`src/core_glue_settings.svh`:
```
/*
 * core glue constants
 * widths, hold counts and bridge decode values shared by the
 * reset sequencer, dataslot bridge and video output blocks
 */

`ifndef CORE_GLUE_SETTINGS_SVH
`define CORE_GLUE_SETTINGS_SVH

//////////////////////////////////////////////////
// bridge bus and dataslot widths
//////////////////////////////////////////////////

// bridge address and data words
`define CORE_BRIDGE_W 32
// dataslot id from the soft system
`define CORE_SLOT_ID_W 16
// data table address toward the bridge command core
`define CORE_TABLE_ADDR_W 10

//////////////////////////////////////////////////
// timing constants
//////////////////////////////////////////////////

// reset countdown, hold length is all ones
`define CORE_RESET_TIMER_W 16
// read strobe length in cycles and its counter width
`define CORE_READ_STRETCH 7
`define CORE_READ_STRETCH_W 3
// depth of every input synchronizer
`define CORE_SYNC_STAGES 3
// upper address byte of the command region
`define CORE_CMD_REGION 8'hF8

`endif
```
`src/core_glue_pkg.sv`:
```
/*
 * core glue types
 * bridge words, dataslot fields, pixel formats and the
 * packed structs that travel between the glue blocks
 */

`include "core_glue_settings.svh"

package core_glue_pkg;

  //////////////////////////////////////////////////
  // plain vectors
  //////////////////////////////////////////////////

  typedef logic [`CORE_BRIDGE_W-1:0]     bridge_addr_t;
  typedef logic [`CORE_BRIDGE_W-1:0]     bridge_data_t;
  typedef logic [`CORE_SLOT_ID_W-1:0]    slot_id_t;
  typedef logic [`CORE_TABLE_ADDR_W-1:0] table_addr_t;
  // file size word read back from the data table
  typedef logic [`CORE_BRIDGE_W-1:0]     file_size_t;

  // 5 red, 6 green, 5 blue
  typedef logic [15:0] rgb565_t;
  // 8 bits per channel, red on top
  typedef logic [23:0] rgb888_t;

  //////////////////////////////////////////////////
  // structs
  //////////////////////////////////////////////////

  // pixel stream from the soft system, 19 bits
  typedef struct packed {
    logic    de;
    logic    hs;
    logic    vs;
    rgb565_t pixel;
  } video_in_t;

  // pixel stream to the scaler, 27 bits
  typedef struct packed {
    logic    de;
    logic    hs;
    logic    vs;
    rgb888_t pixel;
  } video_out_t;

  // dataslot read request, 81 bits
  typedef struct packed {
    logic         read;
    bridge_data_t data_offset;
    bridge_data_t length;
    slot_id_t     slot_id;
  } slot_read_t;

endpackage

```
`src/core_glue_top.sv`:
```
/*
 * core glue top level
 * wires the reset sequencer, dataslot bridge and video output
 */

`timescale 1ns/10ps

module core_glue_top (
  input  logic                       clk_sys,
  input  logic                       rst_n,
  // player controls and host state
  input  logic                       start_button,
  input  logic                       select_button,
  input  logic                       host_running,
  input  logic                       write_request,
  input  logic                       all_complete,
  output logic                       core_reset,
  output logic                       downloading,
  output logic                       select_held,
  // bridge and dataslot side
  input  core_glue_pkg::bridge_addr_t bridge_addr,
  input  core_glue_pkg::bridge_data_t cmd_rd_data,
  input  core_glue_pkg::slot_read_t   read_req,
  input  logic                       slot_done,
  input  core_glue_pkg::file_size_t   table_q,
  output core_glue_pkg::bridge_data_t bridge_rd_data,
  output core_glue_pkg::slot_read_t   slot_read,
  output core_glue_pkg::table_addr_t  table_addr,
  output core_glue_pkg::file_size_t   file_size,
  output logic                       complete_pulse,
  // video to the scaler
  input  core_glue_pkg::video_in_t    video_in,
  output core_glue_pkg::video_out_t   video
);

  // reset source for the soft system
  reset_sequencer i_reset_sequencer (
    .clk_sys       (clk_sys),
    .rst_n         (rst_n),
    .start_button  (start_button),
    .select_button (select_button),
    .host_running  (host_running),
    .write_request (write_request),
    .all_complete  (all_complete),
    .core_reset    (core_reset),
    .downloading   (downloading),
    .select_held   (select_held)
  );

  // bridge reads, dataslot requests and completion
  dataslot_bridge i_dataslot_bridge (
    .clk_sys        (clk_sys),
    .rst_n          (rst_n),
    .bridge_addr    (bridge_addr),
    .cmd_rd_data    (cmd_rd_data),
    .read_req       (read_req),
    .slot_done      (slot_done),
    .table_q        (table_q),
    .bridge_rd_data (bridge_rd_data),
    .slot_read      (slot_read),
    .table_addr     (table_addr),
    .file_size      (file_size),
    .complete_pulse (complete_pulse)
  );

  // pixel path
  video_out i_video_out (
    .clk_sys  (clk_sys),
    .rst_n    (rst_n),
    .video_in (video_in),
    .video    (video)
  );

endmodule

```
`src/video_out.sv`:
```
/*
 * video output stage
 * expands rgb565 to rgb888, blanks outside display enable and
 * registers the pixel with the sync signals toward the scaler
 */

`timescale 1ns/10ps

module video_out (
  input  logic                     clk_sys,
  input  logic                     rst_n,
  input  core_glue_pkg::video_in_t  video_in,
  output core_glue_pkg::video_out_t video
);

  // channel slices of the input pixel
  logic [4:0] red5;
  logic [5:0] green6;
  logic [4:0] blue5;

  core_glue_pkg::rgb888_t pixel_exp;
  core_glue_pkg::rgb888_t pixel_blank;

  //////////////////////////////////////////////////
  // color expansion
  //////////////////////////////////////////////////

  assign red5   = video_in.pixel[15:11];
  assign green6 = video_in.pixel[10:5];
  assign blue5  = video_in.pixel[4:0];

  // repeat top bits into the low end so full scale maps to ff
  assign pixel_exp = {{red5, red5[4:2]},
                      {green6, green6[5:4]},
                      {blue5, blue5[4:2]}};

  // black outside the active area
  assign pixel_blank = video_in.de ? pixel_exp : '0;

  //////////////////////////////////////////////////
  // output register
  //////////////////////////////////////////////////

  always_ff @(posedge clk_sys or negedge rst_n) begin
    if (!rst_n) begin
      video <= '0;
    end else begin
      video.de    <= video_in.de;
      video.hs    <= video_in.hs;
      video.vs    <= video_in.vs;
      video.pixel <= pixel_blank;
    end
  end

endmodule

```
`src/dataslot_bridge.sv`:
```
/*
 * dataslot bridge
 * bridge read mux for the command region, read strobe stretcher,
 * data table lookup of the file size and completion pulse
 */

`timescale 1ns/10ps

`include "core_glue_settings.svh"

module dataslot_bridge (
  input  logic                       clk_sys,
  input  logic                       rst_n,
  input  core_glue_pkg::bridge_addr_t bridge_addr,
  input  core_glue_pkg::bridge_data_t cmd_rd_data,
  input  core_glue_pkg::slot_read_t   read_req,
  input  logic                       slot_done,
  input  core_glue_pkg::file_size_t   table_q,
  output core_glue_pkg::bridge_data_t bridge_rd_data,
  output core_glue_pkg::slot_read_t   slot_read,
  output core_glue_pkg::table_addr_t  table_addr,
  output core_glue_pkg::file_size_t   file_size,
  output logic                       complete_pulse
);

  localparam logic [`CORE_READ_STRETCH_W-1:0] STRETCH_LOAD = `CORE_READ_STRETCH;

  // stretcher state
  logic                            read_prev;
  logic [`CORE_READ_STRETCH_W-1:0] stretch_cnt;
  // request fields, one cycle behind the request
  core_glue_pkg::slot_read_t       req_q;

  // completion synchronizer and edge detect
  logic [`CORE_SYNC_STAGES-1:0] done_sync;
  logic                         done_prev;

  //////////////////////////////////////////////////
  // bridge read mux
  //////////////////////////////////////////////////

  always_comb begin
    // only the command region answers, all else reads zero
    if (bridge_addr[`CORE_BRIDGE_W-1 -: 8] == `CORE_CMD_REGION) begin
      bridge_rd_data = cmd_rd_data;
    end else begin
      bridge_rd_data = '0;
    end
  end

  //////////////////////////////////////////////////
  // read strobe stretcher
  //////////////////////////////////////////////////

  always_ff @(posedge clk_sys or negedge rst_n) begin
    if (!rst_n) begin
      read_prev   <= 1'b0;
      stretch_cnt <= '0;
    end else begin
      read_prev <= read_req.read;
      if (read_req.read && !read_prev) begin
        stretch_cnt <= STRETCH_LOAD;
      end else if (stretch_cnt != '0) begin
        stretch_cnt <= stretch_cnt - 1'b1;
      end
    end
  end

  // fields follow the request every cycle
  always_ff @(posedge clk_sys) begin
    req_q <= read_req;
  end

  always_comb begin
    slot_read      = req_q;
    slot_read.read = (stretch_cnt != '0);
  end

  //////////////////////////////////////////////////
  // table lookup and completion
  //////////////////////////////////////////////////

  always_ff @(posedge clk_sys or negedge rst_n) begin
    if (!rst_n) begin
      table_addr     <= '0;
      file_size      <= '0;
      done_sync      <= '0;
      done_prev      <= 1'b0;
      complete_pulse <= 1'b0;
    end else begin
      // size entry of a slot sits at 2*id+1, low bit always set
      table_addr     <= {read_req.slot_id[`CORE_TABLE_ADDR_W-2:0], 1'b1};
      file_size      <= table_q;
      done_sync      <= {done_sync[`CORE_SYNC_STAGES-2:0], slot_done};
      done_prev      <= done_sync[`CORE_SYNC_STAGES-1];
      // single cycle on the synchronized rising edge
      complete_pulse <= done_sync[`CORE_SYNC_STAGES-1] & ~done_prev;
    end
  end

endmodule

```
`src/reset_sequencer.sv`:
```
/*
 * reset sequencer
 * synchronizes the select and start buttons, reloads a reset
 * countdown on each start press, keeps the download flag and
 * combines everything into a registered core reset
 */

`timescale 1ns/10ps

`include "core_glue_settings.svh"

module reset_sequencer (
  input  logic clk_sys,
  input  logic rst_n,
  input  logic start_button,
  input  logic select_button,
  input  logic host_running,
  input  logic write_request,
  input  logic all_complete,
  output logic core_reset,
  output logic downloading,
  output logic select_held
);

  // full hold length
  localparam logic [`CORE_RESET_TIMER_W-1:0] HOLD_MAX = '1;

  // button synchronizer chains, stage 0 samples the pin
  logic [`CORE_SYNC_STAGES-1:0] start_sync;
  logic [`CORE_SYNC_STAGES-1:0] select_sync;

  logic start_s;
  logic start_prev;
  logic start_rise;

  // countdown and flag, current and next
  logic [`CORE_RESET_TIMER_W-1:0] reset_timer;
  logic [`CORE_RESET_TIMER_W-1:0] reset_timer_nxt;
  logic                           download_flag;
  logic                           download_flag_nxt;

  //////////////////////////////////////////////////
  // button synchronizers
  //////////////////////////////////////////////////

  always_ff @(posedge clk_sys or negedge rst_n) begin
    if (!rst_n) begin
      start_sync  <= '0;
      select_sync <= '0;
      start_prev  <= 1'b0;
    end else begin
      // shift toward the msb
      start_sync  <= {start_sync[`CORE_SYNC_STAGES-2:0], start_button};
      select_sync <= {select_sync[`CORE_SYNC_STAGES-2:0], select_button};
      start_prev  <= start_s;
    end
  end

  assign start_s = start_sync[`CORE_SYNC_STAGES-1];
  // one cycle on a press
  assign start_rise = start_s & ~start_prev;

  // menu key level for the soft system
  assign select_held = select_sync[`CORE_SYNC_STAGES-1];

  //////////////////////////////////////////////////
  // countdown and download flag
  //////////////////////////////////////////////////

  always_comb begin
    reset_timer_nxt = reset_timer;
    if (start_rise) begin
      // restart the hold on every press
      reset_timer_nxt = HOLD_MAX;
    end else if (reset_timer != '0) begin
      reset_timer_nxt = reset_timer - 1'b1;
    end
  end

  always_comb begin
    download_flag_nxt = download_flag;
    // set has priority over clear
    if (write_request) begin
      download_flag_nxt = 1'b1;
    end else if (all_complete) begin
      download_flag_nxt = 1'b0;
    end
  end

  always_ff @(posedge clk_sys or negedge rst_n) begin
    if (!rst_n) begin
      reset_timer   <= '0;
      download_flag <= 1'b0;
      core_reset    <= 1'b1;
    end else begin
      reset_timer   <= reset_timer_nxt;
      download_flag <= download_flag_nxt;
      // built from next state so it lines up with flag and timer
      core_reset    <= ~host_running | download_flag_nxt | (reset_timer_nxt != '0);
    end
  end

  assign downloading = download_flag;

endmodule

```
`config.mk`:
```
export PLATFORM = sky130hd
export DESIGN_NAME = core_glue_top
export DESIGN_NICKNAME = d
export VERILOG_FILES = /design/src/core_glue_pkg.sv /design/src/core_glue_top.sv /design/src/video_out.sv /design/src/dataslot_bridge.sv /design/src/reset_sequencer.sv
export VERILOG_INCLUDE_DIRS = /design/src /design/src/src
export SDC_FILE = /design/constraint.sdc
export NUM_CORES = 1
export LEC_CHECK = 0
export ABC_CLOCK_PERIOD_IN_PS = 2970
export BUFFER_PORTS_ARGS = -buffer_cell sky130_fd_sc_hd__buf_2
export CAP_MARGIN = 10
export CORE_AREA = 2 2 150 152
export CTS_BUF_LIST = sky130_fd_sc_hd__clkbuf_8
export DETAILED_ROUTE_END_ITERATION = 10
export DIE_AREA = 0 0 152 154
export GPL_TIMING_DRIVEN = 0
export HOLD_SLACK_MARGIN = 0.15
export PLACE_DENSITY = 0.52
export SETUP_SLACK_MARGIN = 0.3
export SKIP_LAST_GASP = 1
export SLEW_MARGIN = 0
export SYNTH_ARGS = -nofsm -noshare
export SYNTH_HDL_FRONTEND = slang
export SYNTH_SLANG_ARGS = --single-unit
```
`constraint.sdc`:
```
create_clock -name clk_sys -period 2.97 [get_ports clk_sys]
set_clock_uncertainty 0.15 [all_clocks]
set_input_delay 0.297 -clock clk_sys [delete_from_list [all_inputs] [get_ports clk_sys]]
set_output_delay 0.297 -clock clk_sys [all_outputs]
set_load 0.05 [all_outputs]
```
==> reports/results.md, run 1 <==
| Group | Quantity | Value |
| --- | --- | --- |
| routing | Detail-routed via count per cell | 3.83 |
| synthesis | Post-synthesis instance total | 346 |
| sta | Min Tclk post-route | 2480 ps |
| sta | Unrepaired setup endpoints after global routing | no |
| power and ir drop | Leak | 4.58 nW |
| run status | Result of the run | finished, final reports clean |
| power and ir drop | Net Sw Frac | 32.9% |
| synthesis | Number of synthesized register bits | 175 |
| sta | Final setup TNS | 0 ps |
| synthesis | Seq/Total Area, Yosys | 77.5% |
| synthesis | Yosys warning count | 0 |
| clocking | CTS HTree Levels | 4 |
| final layout | Diodes inserted | 0 |
| placement | Worst-case setup slack after placement | 324 ps |
| sta | Maximum clock frequency | 0.404 GHz |
| power and ir drop | Power density relative to cell area | 579 nW/um2 |
| floorplan | Initial cell density of the core | 23.7% |
| power and ir drop | Reported net switching power | 1.75 mW |
| clocking | Number of clock buffers inserted by TritonCTS | 17 |
| routing | Drt total wl | 17.4 mm |
| synthesis | Yosys cell types | 43 |
| critical path | Kind of cell adding the most delay to the critical path | simple AND/OR/NAND/NOR gates |
| synthesis | Most instantiated library cell after synthesis | dfrtp_1 |
| power and ir drop | Cell Int Power | 3.56 mW |
| routing | DR WL/cell | 14.9 um |
| floorplan | Die width | 152 um |
| critical path | Critical path endpoint category | flip-flop |
| clocking | Num Clock Sinks | 175 |
| final layout | Layout cells sized above 1 | 48.0% |
| sta | Count of final setup violators | 0 |
| synthesis | EDFF count, synth | 0 |
| routing | DRC errors left | 0 |
| critical path | Maximum fanout encountered on the critical timing path | 10 |
| synthesis | Async S/R FF share, synth | 54.3% |
| routing | First-pass iteration count of the detailed router | 4 |
| synthesis | Netlist area before placement | 5130 um2 |
| placement | Final weighted congestion in routability-driven placement | 0.755 |
| synthesis | Post-synthesis net count | 554 |
| critical path | Endpoint arrival time on the critical path | 2690 ps |
| synthesis | Cell taking the most area after synthesis | dfrtp_1 |
| placement | Count of input and output buffers | 365 |
| global routing | Vias in the first global route | 4746 |
| critical path | WP buf/inv | 2 |
| final layout | Fillers | 2033 |
| clocking | Clock root buffer | clkbuf_8 |
| global routing | Global-route wire length before repair | 26.8 mm |
| synthesis | Top cells by area, synth | dfrtp_1 (46%), dfxtp_1 (31%), and2_1 (6.1%) |
| sta | Final Max Slew Viols | 0 |
| global routing | Number of antenna violations at the first check in global routing | 1 |
| clocking | Clock transition at the registers of the reported paths | 110 ps |
| synthesis | Main flop type after synthesis | dfrtp_1 |
| synthesis | Syn Area/Cell | 14.8 um2 |
| critical path | Largest incremental delay on the critical path | 410 ps |
| floorplan | Die H | 154 um |
| sta | Measured slew at the worst slew-check pin | 613 ps |
| sta | Worst hold margin | 208 ps |
| placement | Cells after DPL | 992 |
| sta | Final worst path period share | 83.4% |
| clocking | Buffers from clock root to sink, at most | 2 |
| routing | Remaining number of nets flagged by the antenna check after routing | 0 |
| placement | Area post-placement | 7340 um2 |
| critical path | CP cell instances | inv_1, ha_1, nor4b_4, and4b_1, buf_6, and2_4, o2111ai_1, nor4b_2, nand4b_1 |
| min path | Worst hold path type | flip-flop to flip-flop |
| clocking | Clock network latency to the later pin of the worst-skew pair | 440 ps |
| critical path | Critical Path Start Type | flip-flop |
| final layout | Post-route cell area | 9180 um2 |
| placement | Half-perimeter wire length after detailed placement | 12.5 mm |
| synthesis | Most common library cells after synthesis | dfrtp_1 (94), dfxtp_1 (80), and2_1 (50) |
| global routing | Largest net degree at the start of global routing | 53 |
| global routing | GRT Residual Overflow | 0 |
| floorplan | Row Count | 54 |
| power and ir drop | Max rail drop VDD | 0.000343 V |
| clocking | CTS tree | done |
| floorplan | I/O pins | 390 |
| power and ir drop | Clock Power Share | 32.9% |
| routing | Initial DRC Count | 175 |
| sta | Min setup slack post-route | 493 ps |
| routing | Via count | 4456 |
| power and ir drop | Sequential share of power | 48.6% |
| sta | Final hold viol count | 0 |
| synthesis | Top-area cell type share of the netlist area | 45.8% |
| power and ir drop | Logic gate share of total power | 18.6% |
| floorplan | Total Die Area | 23400 um2 |
| final layout | Layout overhead on the synthesized area | 78.8% |
| critical path | Crit path required time | 3180 ps |
| final layout | Count of nets after finishing | 1079 |
| final layout | Post-route insts no fill | 1164 |
| floorplan | Core Region | 21700 um2 |
| global routing | Overall global routing resource usage | 14.7% |
| job | Maximum capacitance violations | 0 |
| sta | Max transition margin | 58.8% |
| critical path | Kind of critical path | flip-flop to flip-flop |
| critical path | Worst path slowest cell | dfrtp_1 |
## registers in the layout, indices dropped and copies added (netlist names), 3 cells and up
| register | flops |
|---|---|
| i_dataslot_bridge.table_addr | 10 |
| i_reset_sequencer.select_sync | 3 |
| i_reset_sequencer.reset_timer | 16 |
| i_dataslot_bridge.file_size | 32 |
| i_dataslot_bridge.slot_read | 80 |
| i_dataslot_bridge.done_sync | 3 |
| i_reset_sequencer.start_sync | 3 |
| i_dataslot_bridge.stretch_cnt | 3 |
| i_video_out.video | 19 |
## final timing paths
check	startpoint	endpoint	slack, ps	cells past startpoint
setup / recovery	i_reset_sequencer.reset_timer[0]	i_reset_sequencer.core_reset	490	9
hold / removal	i_reset_sequencer.select_sync[0]	i_reset_sequencer.select_sync[1]	210	0
setup reg to reg	i_reset_sequencer.reset_timer[0]	i_reset_sequencer.core_reset	490	9
hold reg to reg	i_reset_sequencer.select_sync[0]	i_reset_sequencer.select_sync[1]	210	0
max in group asynchronous	rst_n	i_dataslot_bridge.table_addr[5]	1710	3
min in group asynchronous	rst_n	i_dataslot_bridge.file_size[0]	250	2
## kinds of logic after synthesis
kind of cell               count (synthesis)  synth area share (%)
buffers and inverters                     23                  2.41
adders and majority gates                  4                 0.975
xor gates and xnor gates                  10                  1.71
muxes                                      4                 0.804
and+or+nand+nor                          110                  14.2
other                                      1                0.0730
DFF                                      175                  77.5
AOI/OAI and AO/OA                         19                  2.34
## through the flow
step / power, mW / util (%)
global route: 5.58 / 42.3
floorplan: 3.16 / -
detailed placement: 3.47 / 33.9
CTS: 5.40 / 42.2
finish: 5.31 / 42.3
global placement: 3.46 / 33.7
## power groups by stage
stage	registers (mW)	logic, mW	clock network, mW
after global placement	2.62	0.833	0
after global routing	2.60	1.05	1.94
after detailed placement	2.62	0.843	0
after CTS	2.58	0.990	1.83
final	2.58	0.986	1.75
after floorplan	2.99	0.169	0
## cells in the final DEF (no fill, tap or decap), types with 5 or more instances in the layout
cell | synthesis | layout
nor2_1 | 9 | 9
and2_1 | 50 | 50
dfxtp_1 | 80 | 80
nand2_1 | 18 | 18
buf_2 | 0 | 364
clkbuf_8 | 0 | 18
buf_4 | 8 | 11
inv_1 | 9 | 9
xnor2_1 | 7 | 7
dfrtp_1 | 94 | 94
dlygate4sd3_1 | 0 | 138
clkbuf_1 | 5 | 5
a21oi_1 | 6 | 6
## per-layer routing
layer | GRT usage (%) | routed length [um] | up-vias | share of wire [%]
met3 | 4.59 | 1070 | 20 | 6.2
li1 | - | - | 2157 | -
met4 | 4.90 | 359 | 0 | 2.1
met2 | 23.9 | 8420 | 189 | 48
met5 | 0 | 0 | - | 0
met1 | 18.8 | 7530 | 2090 | 43
## what timing repair did
action,CTS,global route
endpoints found under the setup margin,1,2
setup buffers,0,2
hold endpoints to repair,191,0
hold buffers,138,0
resized for setup,1,1
## area by class of cell
cell class | instances | area [um2] | share of cell area [%]
sequential | 175 | 3980 | 43.3
timing repair buffer | 506 | 3250 | 35.4
multi-input combinational | 148 | 1040 | 11.4
tap | 280 | 350 | 3.82
clock buffer | 18 | 248 | 2.70
clock inverter | 14 | 183 | 1.99
buffer | 14 | 90.1 | 0.981
inverter | 9 | 33.8 | 0.368
Note: power is estimated with default switching activity, not from simulation.
==> inputs of run 2 (changes only) <==
- ABC_CLOCK_PERIOD_IN_PS: 2970 -> 2100
- CORE_AREA: 2 2 150 152 -> 2 2 153 155
- DIE_AREA: 0 0 152 154 -> 0 0 155 157
- clock period: 2.97 -> 2.1 ns (I/O delays scaled with it)
==> run 2 against run 1 <==
The flow now finishes with violations (negative setup slack). Maximum frequency rose by 7.2%. Register-to-register slack worse by 700 ps. Final area is 9.4% higher. Clock power increased by 41%. Combinational power increased by 65%. Die area rose by 4.0%. Flip-flop and latch count unchanged. Setup slack worse by 700 ps. Worst hold slack got worse by 19 ps. Final cell count rose by 3.6%. Largest cell class unchanged.
==> reports/results.md, run 2 (synthesis gave the netlist of run 1 again) <==
| Group | Quantity | Value | Delta |
| --- | --- | --- | --- |
| sta | Max transition margin | 56.5% | -2.3 points |
| sta | Final setup TNS | -812 ps | -812 ps |
| sta | Final worst path period share | 110% | +27 points |
| final layout | Most frequent standard cell in the layout excluding fill and tap cells | buf_2 |  |
| final layout | Layout cells sized above 1 | 56.1% | +8.2 points |
| routing | Via count | 4669 | +4.8% |
| global routing | Largest net degree at the start of global routing | 51 | -3.8% |
| critical path | Kind of critical path | flip-flop to flip-flop |  |
| placement | Area post-placement | 7390 um2 | +0.60% |
| clocking | Number of clock buffers inserted by TritonCTS | 17 | unchanged |
| sta | Final hold viol count | 0 | unchanged |
| sta | Unrepaired setup endpoints after global routing | yes |  |
| clocking | CTS HTree Levels | 4 | unchanged |
| run status | Result of the run | finished, violations left |  |
| routing | Initial DRC Count | 130 | -26% |
| critical path | Largest incremental delay on the critical path | 430 ps | +20 ps |
| global routing | Overall global routing resource usage | 14.5% | -0.20 points |
| floorplan | Die width | 155 um | +2.0% |
| global routing | Vias in the first global route | 4908 | +3.4% |
| routing | DR WL/cell | 15.2 um | +1.8% |
| routing | Detail-routed via count per cell | 3.87 | +1.1% |
| clocking | Buffers from clock root to sink, at most | 2 | unchanged |
| floorplan | I/O pins | 390 | unchanged |
| routing | Remaining number of nets flagged by the antenna check after routing | 0 | unchanged |
| global routing | GRT Residual Overflow | 0 | unchanged |
| final layout | Post-route cell area | 10000 um2 | +9.4% |
| power and ir drop | Power density relative to cell area | 770 nW/um2 | +33% |
| placement | Final weighted congestion in routability-driven placement | 0.760 | +0.66% |
| critical path | Crit path required time | 2320 ps | -860 ps |
| final layout | Sequential cell area | 3980 um2 | about the same |
| critical path | Endpoint arrival time on the critical path | 2530 ps | -160 ps |
| critical path | Worst path slowest cell | dfrtp_1 |  |
| final layout | Layout overhead on the synthesized area | 95.6% |  |
| routing | Drt total wl | 18.3 mm | +5.5% |
| routing | DRC errors left | 0 | unchanged |
| power and ir drop | Overall Power | 7.74 mW | +46% |
| placement | Cells after DPL | 997 | +0.50% |
| final layout | Fillers | 2107 | +3.6% |
| min path | Worst hold path type | primary input to asynchronous set/reset pin |  |
| clocking | CTS tree | done |  |
| floorplan | Initial cell density of the core | 22.8% | -0.86 points |
| sta | Maximum clock frequency | 0.433 GHz | +7.2% |
| placement | Half-perimeter wire length after detailed placement | 12.3 mm | -1.4% |
| floorplan | Die H | 157 um | +1.9% |
| power and ir drop | Max rail drop VDD | 0.000361 V | +5.4% |
| global routing | Number of antenna violations at the first check in global routing | 3 | +2 |
| clocking | Clock root buffer | clkbuf_8 |  |
| sta | Measured slew at the worst slew-check pin | 653 ps | +40.2 ps |
| run status | Violations in the final reports | negative setup slack |  |
| clocking | Clock network latency to the later pin of the worst-skew pair | 460 ps | +20 ps |
| critical path | CP cell instances | inv_2, ha_4, nor4b_4, and4b_1, buf_6, buf_12, or2_2, o211ai_1, nor4b_2, nand4b_1 |  |
| critical path | Critical path endpoint category | flip-flop |  |
| floorplan | Core Region | 22500 um2 | +3.8% |
| routing | First-pass iteration count of the detailed router | 4 | unchanged |
| critical path | Critical Path Start Type | flip-flop |  |
| floorplan | Total Die Area | 24300 um2 | +4.0% |
| placement | Count of input and output buffers | 365 | unchanged |
| sta | Min setup slack post-route | -211 ps | -704 ps |
| final layout | Commonest cells after routing, fill and taps aside | buf_2 (330), dlygate4sd3_1 (141), dfrtp_1 (91) |  |
| power and ir drop | Leak | 4.92 nW | +7.5% |
| sta | Count of final setup violators | 8 | +8 |
| final layout | Count of nets after finishing | 1114 | +3.2% |
| final layout | Number of flip-flops in the largest register | 80 | unchanged |
| sta | Worst hold margin | 189 ps | -19.3 ps |
| sta | Final Max Slew Viols | 0 | unchanged |
| sta | Min Tclk post-route | 2310 ps | -166 ps |
| job | Maximum capacitance violations | 0 | unchanged |
| critical path | Kind of cell adding the most delay to the critical path | simple AND/OR/NAND/NOR gates |  |
| floorplan | Row Count | 55 | +1.9% |
| global routing | Global-route wire length before repair | 26.8 mm | -0.15% |
| final layout | Post-route insts no fill | 1206 | +3.6% |
| clocking | Clock transition at the registers of the reported paths | 110 ps | about the same |
| clocking | Num Clock Sinks | 175 | unchanged |
| critical path | WP buf/inv | 3 | +1 |
| critical path | Maximum fanout encountered on the critical timing path | 8 | -2 |
| final layout | Multi-input gate area in the final layout | 1290 um2 | +23% |
-- run 2: what timing repair did --
action	4_1_cts	5_1_grt
hold buffers	141	0
gates cloned	0	3
buffers inserted	18	13
pin swaps	12	28
resized for setup	37	161
endpoints found under the setup margin	48	48
endpoints found under the hold margin	243	0
-- run 2: path summary, 6_finish.rpt --
| kind | startpoint | to | slack, ps | cells after the start |
|---|---|---|---|---|
| setup / recovery | i_reset_sequencer.reset_timer[0] | i_reset_sequencer.core_reset | -210 | 10 |
| hold / removal | rst_n | i_reset_sequencer.reset_timer[2] | 190 | 2 |
| setup reg to reg | i_reset_sequencer.reset_timer[0] | i_reset_sequencer.core_reset | -210 | 10 |
| hold reg to reg | i_reset_sequencer.start_sync[0] | i_reset_sequencer.start_sync[1] | 210 | 0 |
| max in group asynchronous | rst_n | i_reset_sequencer.core_reset | 920 | 3 |
| min in group clk_sys | i_reset_sequencer.start_sync[0] | i_reset_sequencer.start_sync[1] | 210 | 0 |
-- run 2: power breakdown --
group          switching, mW  internal, mW  leakage (nW)
clock network           1.49         0.975         0.214
logic                  0.985         0.649          2.95
registers             0.0834          3.55          1.76
-- run 2: routing by layer --
layer / track usage (%) / vias up / wire [um]
met5: 0 / - / 11
met4: 4.67 / 2 / 306
met3: 5.67 / 20 / 1430
met2: 23.4 / 220 / 8810
met1: 18.0 / 2195 / 7770
li1: - / 2232 / -
-- run 2: final cells by class --
| cell class | instances | area share (%) |
|---|---|---|
| flip-flops and latches | 175 | 39.7 |
| clock buffers | 18 | 2.47 |
| plain buffers | 14 | 1.12 |
| diodes | 2 | 0.0498 |
| repair buffers | 541 | 38.2 |
| inverters | 9 | 0.336 |
| clock inverters | 14 | 1.77 |
| multi-input cells | 148 | 12.8 |
| well taps | 285 | 3.55 |
-- run 2: stage by stage --
step,setup slack (ps),utilization [%]
global placement,-525,32.7
CTS,-218,42.2
global route,-350,44.6
finish,-211,44.6
floorplan,-122,-
detailed placement,-462,32.8
